## src/verilog/core_settings.svh

```systemverilog
`ifndef CORE_SETTINGS_SVH
`define CORE_SETTINGS_SVH

// datapath and register file geometry
`define XLEN        32
`define REG_ADDR_W  4
`define REG_COUNT   16

// ebreak instruction word
`define EBREAK_INST 32'h0010_0073

`endif

```

## src/verilog/core_pkg.sv

```systemverilog
package core_pkg;

    // alu operation selected by decode
    typedef enum logic [3:0] {
        ADD    = 4'd0,
        SUB    = 4'd1,
        AND    = 4'd2,
        OR     = 4'd3,
        XOR    = 4'd4,
        SLL    = 4'd5,
        SRL    = 4'd6,
        SLT    = 4'd7,
        PASS_B = 4'd8  // lui style, result is operand b
    } alu_op_e;

    // operation class, used for commit statistics
    typedef enum logic [2:0] {
        ALU    = 3'd0,
        SYSTEM = 3'd1,
        STORE  = 3'd2,
        LOAD   = 3'd3,
        BRANCH = 3'd4,
        JUMP   = 3'd5
    } op_class_e;

endpackage

```

## src/verilog/commit_if.sv

```systemverilog
`timescale 1ns/1ps
`include "core_settings.svh"

interface commit_if;

    logic                   valid;
    logic                   ready;
    logic [`REG_ADDR_W-1:0] rd;
    logic                   rd_en;
    logic [`XLEN-1:0]       wdata;
    logic [`XLEN-1:0]       pc;     // trace only
    logic [`XLEN-1:0]       inst;
    core_pkg::op_class_e    op_class;

    modport execute (
        output valid,
        input  ready,
        output rd,
        output rd_en,
        output wdata,
        output pc,
        output inst,
        output op_class
    );

    modport writeback (
        input  valid,
        output ready,
        input  rd,
        input  rd_en,
        input  wdata,
        input  inst,
        input  op_class
    );

endinterface

```

## src/verilog/register_file.sv

```systemverilog
`timescale 1ns/1ps
`include "core_settings.svh"

module register_file (
    input  logic                   clk,
    input  logic                   wen_i,
    input  logic [`REG_ADDR_W-1:0] waddr_i,
    input  logic [`XLEN-1:0]       wdata_i,
    input  logic [`REG_ADDR_W-1:0] raddr1_i,
    input  logic [`REG_ADDR_W-1:0] raddr2_i,
    output logic [`XLEN-1:0]       rdata1_o,
    output logic [`XLEN-1:0]       rdata2_o
);

    // x0 has no storage
    logic [`XLEN-1:0] regs [1:`REG_COUNT-1];

    always_ff @(posedge clk) begin
        if (wen_i && (waddr_i != '0)) begin
            regs[waddr_i] <= wdata_i;
        end
    end

    always_comb begin
        if (raddr1_i == '0) begin
            rdata1_o = '0;
        end else begin
            rdata1_o = regs[raddr1_i];
        end
    end

    always_comb begin
        if (raddr2_i == '0) begin
            rdata2_o = '0;
        end else begin
            rdata2_o = regs[raddr2_i];
        end
    end

endmodule

```

## src/verilog/execute_stage.sv

```systemverilog
`timescale 1ns/1ps
`include "core_settings.svh"

module execute_stage (
    input  logic                   clk,
    input  logic                   reset,
    input  logic                   issue_valid_i,
    output logic                   issue_ready_o,
    input  core_pkg::alu_op_e      issue_op_i,
    input  core_pkg::op_class_e    issue_class_i,
    input  logic [`REG_ADDR_W-1:0] issue_rd_i,
    input  logic                   issue_rd_en_i,
    input  logic [`REG_ADDR_W-1:0] issue_rs1_i,
    input  logic [`REG_ADDR_W-1:0] issue_rs2_i,
    input  logic                   issue_use_imm_i,
    input  logic [`XLEN-1:0]       issue_imm_i,
    input  logic [`XLEN-1:0]       issue_pc_i,
    input  logic [`XLEN-1:0]       issue_inst_i,
    output logic [`REG_ADDR_W-1:0] raddr1_o,
    output logic [`REG_ADDR_W-1:0] raddr2_o,
    input  logic [`XLEN-1:0]       rdata1_i,
    input  logic [`XLEN-1:0]       rdata2_i,
    input  logic                   halt_i,
    commit_if.execute              commit
);

    logic                   issue_fire;
    logic                   commit_fire;
    logic [`XLEN-1:0]       op_a;
    logic [`XLEN-1:0]       op_b;
    logic [`XLEN-1:0]       alu_result;
    logic                   uses_rs1;
    logic                   uses_rs2;
    logic                   hazard;

    logic                   out_valid;
    logic [`REG_ADDR_W-1:0] out_rd;
    logic                   out_rd_en;
    logic [`XLEN-1:0]       out_wdata;
    logic [`XLEN-1:0]       out_pc;
    logic [`XLEN-1:0]       out_inst;
    core_pkg::op_class_e    out_class;

    assign raddr1_o = issue_rs1_i;
    assign raddr2_o = issue_rs2_i;

    assign op_a = rdata1_i;
    assign op_b = issue_use_imm_i ? issue_imm_i : rdata2_i;

    always_comb begin
        case (issue_op_i)
            core_pkg::ADD:    alu_result = op_a + op_b;
            core_pkg::SUB:    alu_result = op_a - op_b;
            core_pkg::AND:    alu_result = op_a & op_b;
            core_pkg::OR:     alu_result = op_a | op_b;
            core_pkg::XOR:    alu_result = op_a ^ op_b;
            core_pkg::SLL:    alu_result = op_a << op_b[4:0];
            core_pkg::SRL:    alu_result = op_a >> op_b[4:0];
            core_pkg::SLT:    alu_result = {{(`XLEN-1){1'b0}}, $signed(op_a) < $signed(op_b)};
            core_pkg::PASS_B: alu_result = op_b;
            default:          alu_result = '0;
        endcase
    end

    // result in the output register is not in the regfile yet
    assign uses_rs1 = (issue_op_i != core_pkg::PASS_B);
    assign uses_rs2 = !issue_use_imm_i;

    always_comb begin
        hazard = 1'b0;
        if (out_valid && out_rd_en && (out_rd != '0)) begin
            if (uses_rs1 && (out_rd == issue_rs1_i)) begin
                hazard = 1'b1;
            end
            if (uses_rs2 && (out_rd == issue_rs2_i)) begin
                hazard = 1'b1;
            end
        end
    end

    assign issue_ready_o = !halt_i && !hazard && (!out_valid || commit.ready);

    assign issue_fire  = issue_valid_i && issue_ready_o;
    assign commit_fire = out_valid && commit.ready;

    always_ff @(posedge clk) begin
        if (reset) begin
            out_valid <= 1'b0;
        end else if (issue_fire) begin
            out_valid <= 1'b1;  // refill on same edge as transfer
        end else if (commit_fire) begin
            out_valid <= 1'b0;
        end
    end

    always_ff @(posedge clk) begin
        if (issue_fire) begin
            out_rd    <= issue_rd_i;
            out_rd_en <= issue_rd_en_i;
            out_wdata <= alu_result;
            out_pc    <= issue_pc_i;
            out_inst  <= issue_inst_i;
            out_class <= issue_class_i;
        end
    end

    assign commit.valid    = out_valid;
    assign commit.rd       = out_rd;
    assign commit.rd_en    = out_rd_en;
    assign commit.wdata    = out_wdata;
    assign commit.pc       = out_pc;
    assign commit.inst     = out_inst;
    assign commit.op_class = out_class;

endmodule

```

## src/verilog/writeback_stage.sv

```systemverilog
`timescale 1ns/1ps
`include "core_settings.svh"

module writeback_stage (
    input  logic                   clk,
    input  logic                   reset,
    commit_if.writeback            commit,
    input  logic [`REG_ADDR_W-1:0] raddr1_i,
    input  logic [`REG_ADDR_W-1:0] raddr2_i,
    output logic [`XLEN-1:0]       rdata1_o,
    output logic [`XLEN-1:0]       rdata2_o,
    output logic                   halt_o,
    output logic [31:0]            commit_count_o,
    input  core_pkg::op_class_e    stat_sel_i,
    output logic [31:0]            stat_count_o
);

    logic        commit_fire;
    logic        reg_wen;
    logic        is_ebreak;
    logic        class_valid;
    logic        halt_q;
    logic [31:0] total_count;
    logic [31:0] class_count [0:core_pkg::JUMP];

    // write-back never stalls
    assign commit.ready = 1'b1;

    assign commit_fire = commit.valid && commit.ready;
    assign reg_wen     = commit_fire && commit.rd_en;  // rd 0 dropped in regfile

    assign is_ebreak = (commit.op_class == core_pkg::SYSTEM) &&
                       (commit.inst == `EBREAK_INST);

    assign class_valid = (commit.op_class <= core_pkg::JUMP);

    always_ff @(posedge clk) begin
        if (reset) begin
            total_count <= '0;
        end else if (commit_fire) begin
            total_count <= total_count + 32'd1;
        end
    end

    always_ff @(posedge clk) begin
        if (reset) begin
            for (int i = 0; i <= core_pkg::JUMP; i++) begin
                class_count[i] <= '0;
            end
        end else if (commit_fire && class_valid) begin
            class_count[commit.op_class] <= class_count[commit.op_class] + 32'd1;
        end
    end

    // sticky until reset
    always_ff @(posedge clk) begin
        if (reset) begin
            halt_q <= 1'b0;
        end else if (commit_fire && is_ebreak) begin
            halt_q <= 1'b1;
        end
    end

    always_comb begin
        if (stat_sel_i <= core_pkg::JUMP) begin
            stat_count_o = class_count[stat_sel_i];
        end else begin
            stat_count_o = '0;
        end
    end

    assign commit_count_o = total_count;
    assign halt_o         = halt_q;

    register_file u_register_file (
        .clk      (clk),
        .wen_i    (reg_wen),
        .waddr_i  (commit.rd),
        .wdata_i  (commit.wdata),
        .raddr1_i (raddr1_i),
        .raddr2_i (raddr2_i),
        .rdata1_o (rdata1_o),
        .rdata2_o (rdata2_o)
    );

endmodule

```

## src/verilog/exec_wb_top.sv

```systemverilog
`timescale 1ns/1ps
`include "core_settings.svh"

module exec_wb_top (
    input  logic                   clk,
    input  logic                   reset,
    input  logic                   issue_valid_i,
    output logic                   issue_ready_o,
    input  core_pkg::alu_op_e      issue_op_i,
    input  core_pkg::op_class_e    issue_class_i,
    input  logic [`REG_ADDR_W-1:0] issue_rd_i,
    input  logic                   issue_rd_en_i,
    input  logic [`REG_ADDR_W-1:0] issue_rs1_i,
    input  logic [`REG_ADDR_W-1:0] issue_rs2_i,
    input  logic                   issue_use_imm_i,
    input  logic [`XLEN-1:0]       issue_imm_i,
    input  logic [`XLEN-1:0]       issue_pc_i,
    input  logic [`XLEN-1:0]       issue_inst_i,
    output logic                   commit_valid_o,
    output logic [`REG_ADDR_W-1:0] commit_rd_o,
    output logic                   commit_rd_en_o,
    output logic [`XLEN-1:0]       commit_wdata_o,
    output logic [`XLEN-1:0]       commit_pc_o,
    output logic                   halt_o,
    output logic [31:0]            commit_count_o,
    input  core_pkg::op_class_e    stat_sel_i,
    output logic [31:0]            stat_count_o
);

    logic [`REG_ADDR_W-1:0] raddr1;
    logic [`REG_ADDR_W-1:0] raddr2;
    logic [`XLEN-1:0]       rdata1;
    logic [`XLEN-1:0]       rdata2;
    logic                   halt;

    commit_if commit_bus ();

    execute_stage u_execute_stage (
        .clk             (clk),
        .reset           (reset),
        .issue_valid_i   (issue_valid_i),
        .issue_ready_o   (issue_ready_o),
        .issue_op_i      (issue_op_i),
        .issue_class_i   (issue_class_i),
        .issue_rd_i      (issue_rd_i),
        .issue_rd_en_i   (issue_rd_en_i),
        .issue_rs1_i     (issue_rs1_i),
        .issue_rs2_i     (issue_rs2_i),
        .issue_use_imm_i (issue_use_imm_i),
        .issue_imm_i     (issue_imm_i),
        .issue_pc_i      (issue_pc_i),
        .issue_inst_i    (issue_inst_i),
        .raddr1_o        (raddr1),
        .raddr2_o        (raddr2),
        .rdata1_i        (rdata1),
        .rdata2_i        (rdata2),
        .halt_i          (halt),   // stops issue after ebreak
        .commit          (commit_bus.execute)
    );

    writeback_stage u_writeback_stage (
        .clk            (clk),
        .reset          (reset),
        .commit         (commit_bus.writeback),
        .raddr1_i       (raddr1),
        .raddr2_i       (raddr2),
        .rdata1_o       (rdata1),
        .rdata2_o       (rdata2),
        .halt_o         (halt),
        .commit_count_o (commit_count_o),
        .stat_sel_i     (stat_sel_i),
        .stat_count_o   (stat_count_o)
    );

    // commit trace
    assign commit_valid_o = commit_bus.valid;
    assign commit_rd_o    = commit_bus.rd;
    assign commit_rd_en_o = commit_bus.rd_en;
    assign commit_wdata_o = commit_bus.wdata;
    assign commit_pc_o    = commit_bus.pc;
    assign halt_o         = halt;

endmodule

```

## config.mk

```make
export PLATFORM = sky130hd
export DESIGN_NAME = exec_wb_top
export DESIGN_NICKNAME = d
export VERILOG_FILES = /design/src/verilog/core_pkg.sv /design/src/verilog/commit_if.sv /design/src/verilog/register_file.sv /design/src/verilog/execute_stage.sv /design/src/verilog/writeback_stage.sv /design/src/verilog/exec_wb_top.sv
export VERILOG_INCLUDE_DIRS = /design/src /design/src/verilog
export SDC_FILE = /design/constraint.sdc
export NUM_CORES = 2
export LEC_CHECK = 0
export BUFFER_PORTS_ARGS = -buffer_cell sky130_fd_sc_hd__buf_2
export CAP_MARGIN = 20
export CORE_MARGIN = 3
export CORE_UTILIZATION = 61
export CTS_BUF_LIST = sky130_fd_sc_hd__clkbuf_8
export CTS_CLUSTER_DIAMETER = 60
export DETAILED_ROUTE_END_ITERATION = 7
export PLACE_DENSITY = 0.83
export SYNTH_ARGS = -nofsm -noshare
export SYNTH_HDL_FRONTEND = slang
export SYNTH_HIERARCHICAL = 1
export SYNTH_SLANG_ARGS = --single-unit
```

## constraint.sdc

```tcl
create_clock -name clk -period 6.5 [get_ports clk]
set_input_delay 0.325 -clock clk [delete_from_list [all_inputs] [get_ports clk]]
set_output_delay 0.325 -clock clk [all_outputs]
set_load 0.005 [all_outputs]
```

# == After elaboration in Yosys (flattened, before gate mapping) ==
# Memories as Yosys holds them, arrays and structs flattened. A register that Yosys moved wholly into a read port is not among the register bits.
# Cells that the tools add are included.
# totals
register_bits,138
ramBits,672
inputBits,123
output_inout_bits,136
wordCells,73
n_memories,2
# memory_table
memory,depth,width,read_ports,rd_ports_with_merged_regs,write_ports,line,rtl
u_writeback_stage.u_register_file.regs,15,32,2,0,1,register_file.sv:16,logic [`XLEN-1:0] regs [1:`REG_COUNT-1];
u_writeback_stage.class_count,6,32,2,1,6,writeback_stage.sv:24,logic [31:0] class_count [0:core_pkg::JUMP];
# op_classes
addsub,4
magnitude_cmp,3
eq_ne,13
shift,2
n_mux,20
bitwise_logic,3
reduce_logical,17
# ops
cell,n
case mux 32 bit (9 select lines),1
two-way mux 32 bit,5
adder 32 x 1 -> 32 bit (second input constant),2
adder 32 bit,1
bitwise AND 32 bit,1
== test 32 x 21 -> 1 bit (second input constant),1
less-than comparator 32 bit,1
OR 32 bit,1
OR reduction 32 bit,1
<< shifter 32 x 5 -> 32 bit,1
right shift 32 x 5 -> 32 bit,1
subtractor 32 bit,1
XOR 32 bit,1
== test 4 x 3 -> 1 bit (second input constant),4
zero test 4 bit,3
two-way mux 1 bit,12
logical AND 1 bit,9
== test 4 x 2 -> 1 bit (second input constant),2
== test 4 bit,2
<= comparator 3 bit (second input constant),2
two-way mux 3 bit,2
== test 4 x 1 -> 1 bit (second input constant),1
== test 4 bit (second input constant),1
!= test 4 bit (second input constant),1
3 further kinds,5

# == Longest topological paths before layout ==
# depth
ltp_word,9
ltp_mapped,26
depth_no_buf,18

# == Hierarchy ==
# Netlist, hierarchy kept.
# modules_own_cells
module,n_inst,cells_each,area_per_inst_um2
register_file,1,1258,21878.5
writeback_stage,1,1094,14933.1
execute_stage,1,1483,11898.9

# == Least setup slack after synthesis ==
# Ideal clock, no wire load.
# synth_timing
kind,input-to-reg
start,input port issue_rs2_i[1]
end,"register u_execute_stage.out_wdata[28], in the netlist u_execute_stage/commit.wdata[28] (data pin)"
setup_time_ns,0.152
t_arrival_ns,5.159
required_ns,6.348
setup_slack_ns,1.188
stages,23
path_buffers,8
path_cell_list,buf_4 -> buf_6 -> buf_2 -> mux4_2 -> a22oi_1 -> o21ai_1 -> mux2i_1 -> clkbuf_1 -> clkbuf_1 -> buf_2 -> buf_1 -> ha_1 -> clkbuf_1 -> o21ai_0 -> a21oi_1 -> a21oi_1 -> a211oi_1 -> o41a_1 -> a21oi_2 -> o21bai_1 -> a311o_1 -> a22o_1 -> o21ai_0
# synth_between
elab_chain_len,5
# synth_lines
item,line,rtl
start: declaration,exec_wb_top.sv:14,"input logic [`REG_ADDR_W-1:0] issue_rs2_i,"
memory read (15 x 32 bit) or zero test 4 bit (tied branches),--,
two-way mux 32 bit (*),register_file.sv:33,if (raddr2_i == '0) begin
named net rdata2[3],exec_wb_top.sv:33,logic [`XLEN-1:0] rdata2;
two-way mux 32 bit (*),execute_stage.sv:48,assign op_b = issue_use_imm_i ? issue_imm_i : rdata2_i;
subtractor 32 bit (tied with other cells),execute_stage.sv:53,core_pkg::SUB: alu_result = op_a - op_b;
case mux 32 bit (9 select lines) (*),execute_stage.sv:51,case (issue_op_i)
named net u_execute_stage.alu_result[28],execute_stage.sv:31,logic [`XLEN-1:0] alu_result;
end signal: assignment,execute_stage.sv:100,out_wdata <= alu_result;
end: declaration,execute_stage.sv:39,logic [`XLEN-1:0] out_wdata;
# Mark *: on every way through the listed nets, which the timed path passes. The rest lies on a longest branch.
# A chain may end at the register's enable or synchronous reset.

# == Worst setup path in the final report ==
# layout_timing
start,input port issue_rs1_i[1]
end,"register u_execute_stage.out_wdata[31], in the netlist u_execute_stage/commit.wdata[31] (data pin)"
# layout_between
elab_chain_len,4
# layout_lines
item,line,rtl
start: declaration,exec_wb_top.sv:13,"input logic [`REG_ADDR_W-1:0] issue_rs1_i,"
memory read (15 x 32 bit) or zero test 4 bit (tied branches),--,
two-way mux 32 bit (*),register_file.sv:25,if (raddr1_i == '0) begin
named net rdata1[17],exec_wb_top.sv:32,logic [`XLEN-1:0] rdata1;
subtractor 32 bit (tied with other cells),execute_stage.sv:53,
case mux 32 bit (9 select lines) (*),execute_stage.sv:51,
named net u_execute_stage.alu_result[31],execute_stage.sv:31,
# Marks and branches as above.

==> results.cfg <==
[status]
outcome = finished clean

[synthesis]
avgSynthCellArea_sq_um = 12.7
ys_warn_count = 6
yosys-top-cells-area = edfxtp_1 (52%), mux4_2 (10%), mux2i_1 (7.4%)
synth-seq-cells = 874
yosysSeqAreaShare = 0.532
synthTopCellsByCount = edfxtp_1 (840), mux2i_1 (358), nor2_1 (332)
synth_top_family_by_area = multiplexers
yosysTopAreaCell = edfxtp_1
synthSimpleGateAreaFrac = 0.0904
synth_most_common_cell = edfxtp_1
async_reset_ff_frac = 0
synth_top_area_share = 0.518
syn_inst = 3835
yosys_most_used_dff = edfxtp_1
synthAdderAreaFrac = 0.0265
synth_compound_area_frac = 0.116
synth_xor_xnor_area_share = 0.00863
synth-edff-count = 840
syn_area_sq_um = 48700
synth_cell_types = 98
synth.area.mux_share = 0.187

[timing]
final.period_utilization = 0.794
fin_ws_ns = 1.34
fmax_mhz = 194
drv_slew = 0
tns_ns = 0
tightest_slew_ns = 1.12
setup_viol_count_final = 0
hold_slack_ns = 0.115
rsz0062_at_grt = false
hold_viol = 0
finalClockSkew_ns = 0.0710
min_period_ns = 5.16
relSlewSlack = 0.254

[placed_design]
gp_congestion = 1.08
hpwl_mm = 104
numPortBuffers = 258
preCtsSetupSlack_ns = 0.708

[cells_and_area]
drive_gt1_frac = 0.208
areaGrowthSynthToFinish_pct = 12.8
nFillCells = 5169
final_nets = 4468

[die]
die_h_um = 289
core_area_sq_um = 78200
io_pins = 259
dieArea_sq_um = 83300
rows = 102
die_w_um = 289
initial_utilization = 0.623

[global_routing]
overflow = 0
grt_max_degree = 71
antenna_found_initial = 6
grt_pass1_vias = 37206
grt_pass1_wl_mm = 231
grt.total_usage = 0.375

[pwr]
p_total_mw = 14.0
power_density_nw_per_um2 = 255
power_leakage_nw = 20.4
ir_worst_vdd_mv = 0.212

[cts]
cts.clk_slew.worst_paths_ns = 0.06
cts-resized-gates = 0
clock_path_buffers = 3
cts_buffers = 144
cts_root_buf = clkbuf_8
insertion_delay_ns = 0.82
cts_tree = built
cts_max_level = 4
clock_sinks = 874

[route]
drt_iter0_drc = 5339
drc = 0
avgRoutedWirePerCell_um = 29.5
firstDrtPassIters = 8
vias = 37788
viasPerCell = 7.00
routed_wl_mm = 159
ant_nets = 0

[critical_path]
crit_path_start_kind = input port
end_kind = flop
cp_max_fo = 50
criticalPathCategory = input port to flop
cp_data_arrival_time_ns = 5.72
required_ns = 7.06

[job]
maxCapViolCount = 0

[hold_path]
min_path_type = input port to flop
-- layout make-up --
type                            count  area, sq um  share of cell area
Sequential cell                   874        25900               0.471
Multi-Input combinational cell   2609        21300               0.388
Timing Repair Buffer              478         3200              0.0582
Clock buffer                      148         2040              0.0371
Tap cell                         1040         1300              0.0237
Clock inverter                    106          652              0.0119
Inverter                          136          513             0.00934
Antenna cell                        8         20.0            0.000364
-- worst max-delay path, stage by stage --
cell,delay (ns)
buf_6,0.47
or3b_1,0.84
buf_4,0.41
nor2_1,0.17
a211oi_1,0.08
o21ai_1,0.48
inv_1,0.17
ha_1,0.53
or4_1,0.59
nor3b_1,0.34
o211ai_1,0.23
nand3_1,0.22
a41o_1,0.29
a2111oi_1,0.11
nor2_1,0.17
or4_1,0.14
o221ai_1,0.10
-- metal layers --
layer / track usage / routed length [um] / up-vias
li1: - / - / 15830
met1: 0.472 / 54100 / 18265
met2: 0.589 / 73500 / 3042
met3: 0.0908 / 20000 / 647
met4: 0.235 / 11500 / 4
met5: 0.00756 / 71 / -
-- flip-flops by register name, indices dropped and copies added, names as in the netlist --
signal / flops
u_execute_stage/commit.inst: 32
u_execute_stage/commit.op_class: 3
u_execute_stage/commit.rd: 4
u_execute_stage/commit.rd_en: 1
u_writeback_stage/commit_count_o: 32
u_execute_stage/commit.pc: 32
u_execute_stage/commit.valid: 1
u_writeback_stage/halt_o: 1
u_writeback_stage/u_register_file/regs: 480
u_writeback_stage/class_count: 256
u_execute_stage/commit.wdata: 32
-- cell families (layout without fill, tap and decap cells) --
| group | after synthesis | count (layout) |
|---|---|---|
| AO/OA/AOI/OAI | 861 | 861 |
| XOR/XNOR | 48 | 48 |
| adder cells (fa/ha/maj) | 102 | 102 |
| buffers and inverters | 415 | 868 |
| flip-flops | 874 | 874 |
| multiplexers | 616 | 616 |
| other | 2 | 73 |
| AND/OR/NAND/NOR | 917 | 917 |
-- power by group --
group	internal [mW]	total, mW	switching [mW]	leakage, nW
Sequential	6.45	6.66	0.209	8.27
Combinational	0.959	2.72	1.76	10.6
Clock	2.29	4.61	2.32	1.55
Total	9.69	14.0	4.29	20.4
-- layout by cell type (no fill, tap or decap), drive strengths merged, types with 22 or more instances in the layout --
master / n
clkinv: 43
buf: 403
mux2: 24
a211oi: 104
xnor2: 27
edfxtp: 840
dlygate4sd3: 72
nand3: 57
nor2: 332
ha: 100
a21oi: 176
o211ai: 22
conb: 65
clkbuf: 151
o22ai: 120
a22oi: 74
mux2i: 364
o221ai: 26
inv: 196
mux4: 228
nor3b: 28
a31oi: 25
nor4: 29
or3: 23
nand2: 237
dfxtp: 34
nand4: 27
o21ai: 167
nor3: 75
nand2b: 26
-- per-stage QoR --
step | utilization | cells | instance area [sq um]
after CTS | 0.702 | 5389 | 54900
final | 0.702 | 5399 | 54900
after floorplan | - | 3898 | 48900
after global placement | 0.658 | 5062 | 51500
after global routing | 0.702 | 5394 | 54900
after detailed placement | 0.658 | 5063 | 51500
-- repair_timing --
| action | 4_1_cts | 5_1_grt |
|---|---|---|
| hold buffers | 72 | 0 |
| setup buffers | 0 | 0 |
| endpoints found under the hold margin | 72 | 0 |
-- worst paths after layout --
path                                                  from                              endpoint  slack (ns)  cells past startpoint
max reg2reg  u_writeback_stage/u_register_file/regs[13][6]      u_execute_stage/commit.wdata[31]        1.48                     15
min reg2reg           u_writeback_stage/commit_count_o[31]  u_writeback_stage/commit_count_o[31]        0.49                      2
max                                         issue_rs1_i[1]      u_execute_stage/commit.wdata[31]        1.34                     17
min                                                  reset  u_writeback_stage/commit_count_o[28]        0.12                      2
Note: power is estimated with default switching activity, not from simulation.
